$ cat config.mk
export PLATFORM = sky130hd
export DESIGN_NAME = lfc_quad
export DESIGN_NICKNAME = d
export VERILOG_FILES = /design/src/hw/eth_mcf_pkg.sv /design/src/hw/lfc_csr_pkg.sv /design/src/hw/lfc_quad.sv /design/src/hw/lfc_rx_ch.sv /design/src/hw/lfc_stat_csr.sv /design/src/hw/mcf_rx_dispatch.sv
export SDC_FILE = /design/constraint.sdc
export NUM_CORES = 1
export LEC_CHECK = 0
export CAP_MARGIN = 40
export CORE_MARGIN = 2
export CORE_UTILIZATION = 35
export DETAILED_ROUTE_END_ITERATION = 7
export DONT_BUFFER_PORTS = 1
export HOLD_SLACK_MARGIN = 0.05
export PLACE_DENSITY = 0.58
export SLEW_MARGIN = 20
export SYNTH_ARGS = -nofsm -noshare
export SYNTH_HDL_FRONTEND = slang
export SYNTH_SLANG_ARGS = --single-unit
$ cat constraint.sdc
create_clock -name rx_clk -period 6.2 [get_ports rx_clk]
set_input_delay 0.31 -clock rx_clk [delete_from_list [all_inputs] [get_ports rx_clk]]
set_output_delay 0.31 -clock rx_clk [all_outputs]
set_load 0.02 [all_outputs]
$ cat src/hw/eth_mcf_pkg.sv
// MAC control frame types
package eth_mcf_pkg;

    // Reserved multicast address of 802.3 MAC control frames
    localparam logic [47:0] MCF_ETH_DST  = 48'h01_80_C2_00_00_01;

    localparam logic [15:0] MCF_ETH_TYPE = 16'h8808;  // MAC control EtherType

    // One parsed control frame as it leaves the receive parser
    typedef struct packed {
        logic [47:0] eth_dst;
        logic [15:0] eth_type;
        logic [15:0] opcode;
        logic [15:0] quanta;  // Pause time in units of 512 bit times
        logic [1:0]  ch;      // Index of the receiving MAC channel
    } mcf_t;

    // The part of a frame that a single channel still has to look at
    typedef struct packed {
        logic [15:0] opcode;
        logic [15:0] quanta;
    } mcf_ch_t;

endpackage

$ cat src/hw/lfc_csr_pkg.sv
// Flow control register map
package lfc_csr_pkg;

    localparam int REG_ADDR_W = 8;
    localparam int REG_DATA_W = 32;

    // Register blocks, channel n sits at base plus 4*n
    localparam logic [REG_ADDR_W-1:0] REG_CFG_BASE  = 8'h00;
    localparam logic [REG_ADDR_W-1:0] REG_XOFF_BASE = 8'h10;
    localparam logic [REG_ADDR_W-1:0] REG_XON_BASE  = 8'h20;

    localparam logic [15:0] CFG_OPCODE_RST = 16'h0001;  // 802.3 PAUSE opcode

    localparam logic [1:0] RESP_OKAY = 2'b00;

    // Per-channel receive configuration
    typedef struct packed {
        logic        rx_lfc_en;
        logic [15:0] lfc_opcode;
    } ch_cfg_t;

    // Single-cycle pulses from a channel, one per accepted PAUSE frame
    typedef struct packed {
        logic xoff;
        logic xon;
    } ch_evt_t;

    // Every channel comes out of reset enabled with the standard opcode
    localparam ch_cfg_t CFG_RST = '{
        rx_lfc_en:  1'b1,
        lfc_opcode: CFG_OPCODE_RST
    };

endpackage

$ cat src/hw/lfc_quad.sv
// Quad receive flow control
module lfc_quad #(
    parameter int CNT           = 4,
    parameter int QUANTA_CYCLES = 8,  // 512 bit times at 64 bits per cycle
    parameter int CNT_W         = 16
) (
    input  wire logic                                  rx_clk,
    input  wire logic                                  rst,

    // Parsed MAC control frames
    input  wire eth_mcf_pkg::mcf_t                     mcf_in,
    input  wire logic                                  mcf_valid,

    // AXI4-Lite slave
    input  wire logic [lfc_csr_pkg::REG_ADDR_W-1:0]    awaddr,
    input  wire logic                                  awvalid,
    output wire logic                                  awready,
    input  wire logic [lfc_csr_pkg::REG_DATA_W-1:0]    wdata,
    input  wire logic [lfc_csr_pkg::REG_DATA_W/8-1:0]  wstrb,
    input  wire logic                                  wvalid,
    output wire logic                                  wready,
    output wire logic [1:0]                            bresp,
    output wire logic                                  bvalid,
    input  wire logic                                  bready,
    input  wire logic [lfc_csr_pkg::REG_ADDR_W-1:0]    araddr,
    input  wire logic                                  arvalid,
    output wire logic                                  arready,
    output wire logic [lfc_csr_pkg::REG_DATA_W-1:0]    rdata,
    output wire logic [1:0]                            rresp,
    output wire logic                                  rvalid,
    input  wire logic                                  rready,

    output wire logic [CNT-1:0]                        rx_pause
);

    import eth_mcf_pkg::*;
    import lfc_csr_pkg::*;

    wire mcf_ch_t [CNT-1:0] ch_frame;
    wire logic [CNT-1:0]    ch_frame_valid;
    wire ch_cfg_t [CNT-1:0] ch_cfg;
    wire ch_evt_t [CNT-1:0] ch_evt;

    mcf_rx_dispatch #(
        .CNT(CNT)
    ) dispatch_inst (
        .rx_clk(rx_clk),
        .rst(rst),
        .mcf_in(mcf_in),
        .mcf_valid(mcf_valid),
        .ch_frame(ch_frame),
        .ch_frame_valid(ch_frame_valid)
    );

    // One receiver per lane
    for (genvar n = 0; n < CNT; n++) begin : ch
        lfc_rx_ch #(
            .QUANTA_CYCLES(QUANTA_CYCLES)
        ) ch_inst (
            .rx_clk(rx_clk),
            .rst(rst),
            .frame(ch_frame[n]),
            .frame_valid(ch_frame_valid[n]),
            .cfg(ch_cfg[n]),
            .evt(ch_evt[n]),
            .pause(rx_pause[n])
        );
    end

    lfc_stat_csr #(
        .CNT(CNT),
        .CNT_W(CNT_W)
    ) csr_inst (
        .rx_clk(rx_clk),
        .rst(rst),
        .awaddr(awaddr),
        .awvalid(awvalid),
        .awready(awready),
        .wdata(wdata),
        .wstrb(wstrb),
        .wvalid(wvalid),
        .wready(wready),
        .bresp(bresp),
        .bvalid(bvalid),
        .bready(bready),
        .araddr(araddr),
        .arvalid(arvalid),
        .arready(arready),
        .rdata(rdata),
        .rresp(rresp),
        .rvalid(rvalid),
        .rready(rready),
        .ch_cfg(ch_cfg),
        .ch_evt(ch_evt)
    );

endmodule

$ cat src/hw/lfc_rx_ch.sv
// Per-channel PAUSE receiver
module lfc_rx_ch #(
    parameter int QUANTA_CYCLES = 8
) (
    input  wire logic                    rx_clk,
    input  wire logic                    rst,

    // Frame routed to this channel by the dispatcher
    input  wire eth_mcf_pkg::mcf_ch_t    frame,
    input  wire logic                    frame_valid,

    // Configuration and event reporting
    input  wire lfc_csr_pkg::ch_cfg_t    cfg,
    output lfc_csr_pkg::ch_evt_t         evt,

    output logic                         pause
);

    // Wide enough for the largest quanta times the cycles per quantum
    localparam int TMR_W = 16 + $clog2(QUANTA_CYCLES);

    logic             frame_hit;
    logic             is_xoff;
    logic             is_xon;
    logic [TMR_W-1:0] tmr_load;
    logic [TMR_W-1:0] tmr;
    logic [TMR_W-1:0] tmr_next;

    // A frame counts only when the channel is enabled and the opcode matches
    assign frame_hit = frame_valid && cfg.rx_lfc_en && (frame.opcode == cfg.lfc_opcode);

    assign is_xoff = frame_hit && (frame.quanta != '0);
    assign is_xon  = frame_hit && (frame.quanta == '0);  // Zero quanta means resume

    assign tmr_load = TMR_W'(frame.quanta) * TMR_W'(QUANTA_CYCLES);

    always_comb begin
        evt.xoff = is_xoff;
        evt.xon  = is_xon;
    end

    // Priority is disable, then a new frame, then the running countdown
    always_comb begin
        tmr_next = tmr;
        if (!cfg.rx_lfc_en) begin
            tmr_next = '0;  // Disabling flow control releases the link at once
        end else if (is_xoff) begin
            tmr_next = tmr_load;  // A later XOFF restarts the count from the top
        end else if (is_xon) begin
            tmr_next = '0;
        end else if (tmr != '0) begin
            tmr_next = tmr - 1'b1;
        end
    end

    // Pause is registered alongside the timer so it tracks a nonzero count
    always_ff @(posedge rx_clk) begin
        if (rst) begin
            tmr   <= '0;
            pause <= 1'b0;
        end else begin
            tmr   <= tmr_next;
            pause <= tmr_next != '0;
        end
    end

endmodule

$ cat src/hw/lfc_stat_csr.sv
// Flow control registers and counters
module lfc_stat_csr #(
    parameter int CNT   = 4,
    parameter int CNT_W = 16
) (
    input  wire logic                                  rx_clk,
    input  wire logic                                  rst,

    // AXI4-Lite slave
    input  wire logic [lfc_csr_pkg::REG_ADDR_W-1:0]    awaddr,
    input  wire logic                                  awvalid,
    output logic                                       awready,
    input  wire logic [lfc_csr_pkg::REG_DATA_W-1:0]    wdata,
    input  wire logic [lfc_csr_pkg::REG_DATA_W/8-1:0]  wstrb,
    input  wire logic                                  wvalid,
    output logic                                       wready,
    output logic [1:0]                                 bresp,
    output logic                                       bvalid,
    input  wire logic                                  bready,
    input  wire logic [lfc_csr_pkg::REG_ADDR_W-1:0]    araddr,
    input  wire logic                                  arvalid,
    output logic                                       arready,
    output logic [lfc_csr_pkg::REG_DATA_W-1:0]         rdata,
    output logic [1:0]                                 rresp,
    output logic                                       rvalid,
    input  wire logic                                  rready,

    // Channel side
    output lfc_csr_pkg::ch_cfg_t [CNT-1:0]             ch_cfg,
    input  wire lfc_csr_pkg::ch_evt_t [CNT-1:0]        ch_evt
);

    import lfc_csr_pkg::*;

    logic                      wr_en;
    logic                      rd_en;
    logic [REG_DATA_W-1:0]     rd_data;
    logic [CNT-1:0][CNT_W-1:0] xoff_cnt;
    logic [CNT-1:0][CNT_W-1:0] xon_cnt;

    // True when addr selects the word of channel n in the block at base
    function automatic logic reg_hit(
        input logic [REG_ADDR_W-1:0] addr,
        input logic [REG_ADDR_W-1:0] base,
        input int                    n
    );
        return {addr[REG_ADDR_W-1:2], 2'b00} == REG_ADDR_W'(base + 4 * n);
    endfunction

    // A held response blocks the next transaction of the same kind
    assign wr_en = awvalid && wvalid && !bvalid;
    assign rd_en = arvalid && !rvalid;

    assign awready = wr_en;
    assign wready  = wr_en;
    assign arready = rd_en;
    assign bresp   = RESP_OKAY;
    assign rresp   = RESP_OKAY;

    always_ff @(posedge rx_clk) begin
        if (rst) begin
            ch_cfg <= {CNT{CFG_RST}};
        end else if (wr_en) begin
            for (int n = 0; n < CNT; n++) begin
                if (reg_hit(awaddr, REG_CFG_BASE, n)) begin
                    if (wstrb[0])
                        ch_cfg[n].rx_lfc_en <= wdata[0];
                    if (wstrb[2])
                        ch_cfg[n].lfc_opcode[7:0] <= wdata[23:16];
                    if (wstrb[3])
                        ch_cfg[n].lfc_opcode[15:8] <= wdata[31:24];
                end
            end
        end
    end

    // Event counters stick at all ones instead of wrapping
    always_ff @(posedge rx_clk) begin
        if (rst) begin
            xoff_cnt <= '0;
            xon_cnt  <= '0;
        end else begin
            for (int n = 0; n < CNT; n++) begin
                if (ch_evt[n].xoff && xoff_cnt[n] != '1)
                    xoff_cnt[n] <= xoff_cnt[n] + 1'b1;
                if (ch_evt[n].xon && xon_cnt[n] != '1)
                    xon_cnt[n] <= xon_cnt[n] + 1'b1;
            end
        end
    end

    always_comb begin
        rd_data = '0;  // Anything outside the map reads back as zero
        for (int n = 0; n < CNT; n++) begin
            if (reg_hit(araddr, REG_CFG_BASE, n))
                rd_data = {ch_cfg[n].lfc_opcode, 15'd0, ch_cfg[n].rx_lfc_en};
            if (reg_hit(araddr, REG_XOFF_BASE, n))
                rd_data = REG_DATA_W'(xoff_cnt[n]);
            if (reg_hit(araddr, REG_XON_BASE, n))
                rd_data = REG_DATA_W'(xon_cnt[n]);
        end
    end

    always_ff @(posedge rx_clk) begin
        if (rst) begin
            bvalid <= 1'b0;
            rvalid <= 1'b0;
        end else begin
            if (wr_en)
                bvalid <= 1'b1;
            else if (bready)
                bvalid <= 1'b0;

            if (rd_en)
                rvalid <= 1'b1;
            else if (rready)
                rvalid <= 1'b0;
        end
    end

    // Read data is sampled with the address and held while rvalid waits
    always_ff @(posedge rx_clk) begin
        if (rd_en) begin
            rdata <= rd_data;
        end
    end

endmodule

$ cat src/hw/mcf_rx_dispatch.sv
// Control frame dispatcher
module mcf_rx_dispatch #(
    parameter int CNT = 4
) (
    input  wire logic                          rx_clk,
    input  wire logic                          rst,

    // Parsed control frames from the shared receive path
    input  wire eth_mcf_pkg::mcf_t             mcf_in,
    input  wire logic                          mcf_valid,

    // One slot per channel
    output eth_mcf_pkg::mcf_ch_t [CNT-1:0]     ch_frame,
    output logic [CNT-1:0]                     ch_frame_valid
);

    import eth_mcf_pkg::*;

    logic           dst_ok;
    logic           type_ok;
    logic           ch_ok;
    logic [CNT-1:0] ch_sel;

    // Checks shared by all channels
    assign dst_ok  = mcf_in.eth_dst == MCF_ETH_DST;
    assign type_ok = mcf_in.eth_type == MCF_ETH_TYPE;
    assign ch_ok   = int'(mcf_in.ch) < CNT;  // Index beyond the quad is dropped

    // One-hot channel select, all zero when the frame is rejected
    always_comb begin
        ch_sel = '0;
        if (mcf_valid && dst_ok && type_ok && ch_ok) begin
            ch_sel[mcf_in.ch] = 1'b1;
        end
    end

    // Only the selected slot takes the new fields
    always_ff @(posedge rx_clk) begin
        for (int i = 0; i < CNT; i++) begin
            if (ch_sel[i]) begin
                ch_frame[i].opcode <= mcf_in.opcode;
                ch_frame[i].quanta <= mcf_in.quanta;
            end
        end
    end

    always_ff @(posedge rx_clk) begin
        if (rst) begin
            ch_frame_valid <= '0;
        end else begin
            ch_frame_valid <= ch_sel;  // Valid lasts one cycle per frame
        end
    end

endmodule

Word-level counts from Yosys, hierarchy flattened:

Index checks and enable logic that the tools add are counted.

* word-level logic and storage cells: 183
* register bits after elaboration: 442
* input bits: 158
* output and inout port bits: 45

* reduce and logical (&&, ||, !) cells: 65
* muxes and demuxes: 35
* eq/ne operators: 28
* $add $sub $neg: 12
* $lt $le $gt $ge: 2

Operator list (count)
* two-way mux 32 bit: 10
* two-way mux 19 bit: 16
* nonzero test 19 bit: 8
* adder 16 x 1 -> 16 bit, second input constant: 8
* inequality test 16 bit, second input constant: 8
* subtractor 19 x 1 -> 19 bit, second input constant: 4
* == test 16 bit: 4
* logical NOT 16 bit: 4
* nonzero test 16 bit: 4
* == test 48 x 41 -> 1 bit, second input constant: 1
* AND reduction 3 bit: 12
* two-way mux 16 bit: 2
* logical AND 1 bit: 30
* == test 6 x 2 -> 1 bit, second input constant: 4
* == test 6 x 3 -> 1 bit, second input constant: 4
* == test 6 x 4 -> 1 bit, second input constant: 4
* == test 16 bit, second input constant: 1
* == test 6 x 1 -> 1 bit, second input constant: 2
* logical NOT 6 bit: 2
* two-way mux 1 bit: 5
* two-way mux 4 bit: 1
* nonzero test 2 bit: 2
* < comparator 2 x 3 -> 1 bit, second input constant: 1
* demux 1 bit (select 2 bit): 1
* 3 further kinds: 4

Depth between registers and ports, before layout:

* depth in word-level cells: 13
* depth in mapped cells: 12
* depth with buffers taken out: 10

Modules after synthesis:

From an unflattened synthesis, not the netlist that was laid out.

* cell total of the unflattened synthesis: 2275
* area, all modules: 21812.2 um2

By module, submodules not included
* lfc_stat_csr: sequential area each 4924.7 um2, cells each 1335, area each 11723.7 um2, times used 1
* lfc_rx_ch: sequential area each 400.4 um2, cells each 193, area each 1472.7 um2, times used 4
* mcf_rx_dispatch: sequential area each 3923.8 um2, cells each 168, area each 4197.8 um2, times used 1

Least setup slack after synthesis:

OpenSTA, ideal clock, no wires.

* path type: input-to-reg
* start: in mcf_in[67] (netlist name)
* end: reg dispatch_inst.ch_frame[100] (netlist name)
* library setup time: 421 ps
* stages: 5
* required time: 5779 ps
* arrival time: 2587 ps
* path buffers: 0
* path slack: 3191 ps
* path through: nor4b_1 > nand4_1 > nor4_1 > nand3_1 > nor2_1

* longest elaborated chain between the ends: 4

Ends and longest elaborated chain
* from (decl): line lfc_quad.sv:11 `input wire eth_mcf_pkg::mcf_t mcf_in,`
* == test 48 x 41 -> 1 bit: line mcf_rx_dispatch.sv:25 `assign dst_ok = mcf_in.eth_dst == MCF_ETH_DST;`
* logical AND 1 bit (2 in series): line mcf_rx_dispatch.sv:32 `if (mcf_valid && dst_ok && type_ok && ch_ok) begin`
* two-way mux 4 bit: line mcf_rx_dispatch.sv:32
* via dispatch_inst.ch_sel[3]: line mcf_rx_dispatch.sv:22 `logic [CNT-1:0] ch_sel;`

The timed path passes the listed nets, and every way through them passes these cells.
A chain may end at the register's enable or synchronous reset.

Final worst setup path:

* start: reg ch[0].ch_inst.tmr[0]
* end: reg ch[0].ch_inst.pause

* longest elaborated chain between the ends: 6
* elaborated cells on any way between the ends: 7

Ends and longest elaborated chain
* from (decl): line lfc_rx_ch.sv:26 `logic [TMR_W-1:0] tmr;`
* from (signal assigned): line lfc_rx_ch.sv:62 `tmr <= tmr_next;`
* subtractor 19 x 1 -> 19 bit / nonzero test 19 bit (equally long branches): line lfc_rx_ch.sv:52, lfc_rx_ch.sv:51
* two-way mux 19 bit *: line lfc_rx_ch.sv:51 `end else if (tmr != '0) begin`
* two-way mux 19 bit *: line lfc_rx_ch.sv:49 `end else if (is_xon) begin`
* two-way mux 19 bit *: line lfc_rx_ch.sv:47 `end else if (is_xoff) begin`
* two-way mux 19 bit *: line lfc_rx_ch.sv:45 `if (!cfg.rx_lfc_en) begin`
* nonzero test 19 bit *: line lfc_rx_ch.sv:63 `pause <= tmr_next != '0;`
* to (signal assigned): line lfc_rx_ch.sv:60 `pause <= 1'b0;`
* to (signal assigned): line lfc_rx_ch.sv:63
* to (decl): line lfc_rx_ch.sv:16 `output logic pause`

Mark *: on every way between the ends. The rest lies on a longest branch, timed or not.

==> metrics.csv <==
stage;metric;value;unit
power;Logic pwr share;13.7;%
clock_tree;CTS Buffer Depth;3;
sta;Setup Total Neg Slack;0;ps
logic_synthesis;synthesized area;0.0207;mm2
worst_setup_path;kind of critical path;reg2reg;
sta;Slew Viols, Final;0;
place;pre-CTS setup slack;2440;ps
sta;final cycle utilization of the critical path;62.4;%
sta;final worst setup slack;2330;ps
worst_setup_path;WP data arrival;4310;ps
drt;Routed WL per cell;19.9;um
power;Net Switching;1.94;mW
logic_synthesis;Avg Cell Area, Syn;9.77;um2
worst_setup_path;Crit path depth;10;
clock_tree;CTS buffer count;49;
worst_setup_path;worst flop-to-flop path startpoint;ch[0].ch_inst.tmr[0];
power;Reg power frac;45.0;%
worst_setup_path;Critical Path RT;6640;ps
drt;routed via count;16159;
place;RePlAce Congestion;0.870;
global_routing;initial antenna violation count;11;
worst_setup_path;slowest stage delay, CP;620;ps
global_routing;largest net degree at the start of global routing;210;
global_routing;GR Util All Layers;19.2;%
die;Initial Util;35.2;%
cells_and_area;non-filler cells, final;2984;
power;Int Power;5.15;mW
power;P per Cell Area;297;mW/mm2
cells_and_area;Nets;2338;
clock_tree;Clk pin slew, worst setup/hold paths;60;ps
drt;router iterations before antenna repair;6;
logic_synthesis;fraction of registers with async set or reset after synthesis;0;%
drt;WL met2;28000;um
power;Peak supply drop;0.203;mV
place;post-DP HPWL;41900;um
clock_tree;clock sinks;442;
clock_tree;H-tree depth;2;
global_routing;first-pass GRT wire length;91000;um
die;die width;247;um
sta;Max Fclk;0.259;GHz
sta;Worst Tran Pin Value;1050;ps
cells_and_area;Area Growth Syn to Fin;15.2;%
power;leak pwr;8.64;nW
sta;Final Setup Violations;0;
logic_synthesis;Yosys reg bits;442;
drt;post-route ant nets;0;
drt;overall routed net length;59500;um
power;Power, Total;7.09;mW
place;placed cell count;2827;
hold_path;Hold Path Stages;2;
sta;RSZ-0062 raised after global routing;no;
place;number of port buffers;0;
logic_synthesis;main flop type after synthesis;dfxtp_1;
sta;final hold viol count;0;
drt;drt initial violations;1345;
worst_setup_path;critical path fanouts, max;8;
sta;slew margin rel.;29.9;%
cells_and_area;layout cells sized above 1;6.72;%
logic_synthesis;Synth warnings;0;
sta;post-layout min period;3870;ps
clock_tree;Post-CTS Setup Bufs;0;
die;Die ar.;0.0612;mm2
worst_setup_path;CP max-delay cell;nor4_1;
worst_setup_path;CP Buf/Inv Count;2;
worst_setup_path;R2R cell count;10;
power;Clock power frac;41.3;%
run;Max Cap Viol;0;
drt;DR WL met3;3790;um
hold_path;worst hold path type;in2reg;
power;Net Sw Frac;27.4;%
outcome;run status;complete, no violations;
logic_synthesis;Cells after Synth;2120;
worst_setup_path;crit-path leading delay family;simple AND/OR/NAND/NOR gates;
die;die height;247;um
drt;vias per std cell;5.42;
global_routing;Overflow after GRT;0;
logic_synthesis;Post-synth EDFFs;160;
die;Core Footprint;0.0588;mm2
worst_setup_path;Critical Path Start Type;flop;
die;# IOs;203;
clock_tree;CTS tree;built;
logic_synthesis;register area share after synthesis;50.4;%
global_routing;number of global-route vias before repair;15718;
sta;Setup Skew;35.2;ps
drt;WL met1;26200;um
worst_setup_path;Worst Setup End Kind;flop;
hold_path;Worst Min Path Start;mcf_in[1];
clock_tree;CTS root buf;clkbuf_16;
drt;Remaining DRCs;0;
die;Core Rows;89;
clock_tree;Clk Latency, worst-skew pair;610;ps
worst_setup_path;Critical Path, Cell by Cell;inv_1 > ha_1 > or4b_2 > nor4_1 > nor2b_1 > buf_4 > nor3_1 > or4_1 > o41ai_1 > a21oi_1;
logic_synthesis;number of distinct library cells after synthesis;73;
cells_and_area;Fill cells;5730;
worst_setup_path;Critical Path Start;ch[0].ch_inst.tmr[0];
drt;highest metal used;met5;
[worst reg2reg max path, cell delays in order (launching register included)]
cell and delay [ps]:
dfxtp_1 330, inv_1 130, ha_1 190, or4b_2 600
nor4_1 620, nor2b_1 580, buf_4 270, nor3_1 70
or4_1 470, o41ai_1 320, a21oi_1 130
[through the flow]
step	utilization (%)	hold WS, ps	area [um2]
3_3_place_gp	36.5	401	21500
6_report	40.6	102	23900
4_1_cts	40.6	72.8	23900
3_5_place_dp	36.8	397	21600
2_1_floorplan	-	389	20700
5_1_grt	40.6	109	23900
[final cells by class]
cell class	count	area [um2]	area share, %
Antenna cell	8	20.0	0.0838
Clock buffer	65	1390	5.82
Clock inverter	25	226	0.948
Inverter	51	191	0.802
Multi-Input combinational cell	1537	9770	40.9
Sequential cell	442	10500	43.8
Tap cell	773	967	4.05
Timing Repair Buffer	83	870	3.64
[path summary, 6_finish.rpt]
check	endpoint	slack, ps
hold reg to reg	csr_inst.xon_cnt[49]	500
setup reg to reg	ch[0].ch_inst.pause	2330
hold / removal	dispatch_inst.ch_frame_valid[3]	100
setup / recovery	ch[0].ch_inst.pause	2330
[power groups by stage]
stage	registers [mW]	clock network, mW	logic (mW)
2_1_floorplan	3.23	0	0.736
3_3_place_gp	3.25	0	0.865
3_5_place_dp	3.25	0	0.874
4_1_cts	3.19	2.99	0.956
5_1_grt	3.20	3.11	1.09
6_report	3.19	2.93	0.974
[cell usage in the layout, fill, tap and decap left out, drive strengths merged, types with 14 or more instances in the layout]
master and n:
o21ai 69, a22oi 31, dlygate4sd3 58, inv 55, or3 34, xnor2 110
a211oi 21, ha 16, nand2 117, dfxtp 282, nand2b 19, mux2i 89
nor2 336, nor2b 31, nor4 92, mux4 16, nor3 85, nand4 39
or4 17, nor4b 14, and3 23, buf 25, a21oi 67, clkbuf 65
edfxtp 160, a221o 16, xor2 97, nand3 94, clkinv 14
[repair_timing]
item                                    CTS  global route
gates resized for setup                   0             0
endpoints found under the hold margin   370             0
hold buffers                             59             0
endpoints found under the setup margin    0             0
[cell families after synthesis]
| family | Yosys count | synth area share (%) |
|---|---|---|
| AO/OA/AOI/OAI | 253 | 7.91 |
| XOR/XNOR | 207 | 8.75 |
| adder cells (fa/ha/maj) | 16 | 0.966 |
| buffers and inverters | 144 | 2.81 |
| flip-flops | 442 | 50.4 |
| multiplexers | 110 | 6.31 |
| other | 1 | 0.0181 |
| AND/OR/NAND/NOR | 947 | 22.8 |
[metal layers]
metal / vias up / track usage, %
met1: 7776 / 25.6
met2: 520 / 31.5
met5: - / 0
li1: 7762 / -
met4: 4 / 6.11
met3: 97 / 3.59
[synthesized netlist by cell type, types with 19 or more instances]
cell / count / share of area [%]
dfxtp_1: 282 / 27
xnor2_1: 110 / 4.6
xor2_1: 97 / 4.1
inv_1: 51 / 0.92
nand2b_1: 19 / 0.57
a211oi_1: 21 / 0.76
or3_1: 33 / 1.0
nor2b_1: 31 / 0.94
a21oi_1: 67 / 1.6
nand4_1: 39 / 1.2
mux2i_1: 89 / 4.3
nor2_1: 336 / 6.1
clkbuf_1: 74 / 1.3
edfxtp_1: 160 / 23
nand3_1: 94 / 2.3
nor4_1: 90 / 2.7
nor3_1: 84 / 2.0
nand2_1: 117 / 2.1
and3_1: 23 / 0.69
o21ai_0: 68 / 1.6
a22oi_1: 31 / 1.1
[state kept, by name, indices dropped and copies added (netlist names)]
signal	count
dispatch_inst.ch_frame	128
ch.ch_inst.tmr	76
csr_inst.ch_cfg	68
csr_inst.xoff_cnt	64
csr_inst.xon_cnt	64
csr_inst.rdata	32
ch.ch_inst.pause	4
dispatch_inst.ch_frame_valid	4
csr_inst.bvalid	1
csr_inst.rvalid	1
Note: power is estimated with default switching activity, not from simulation.
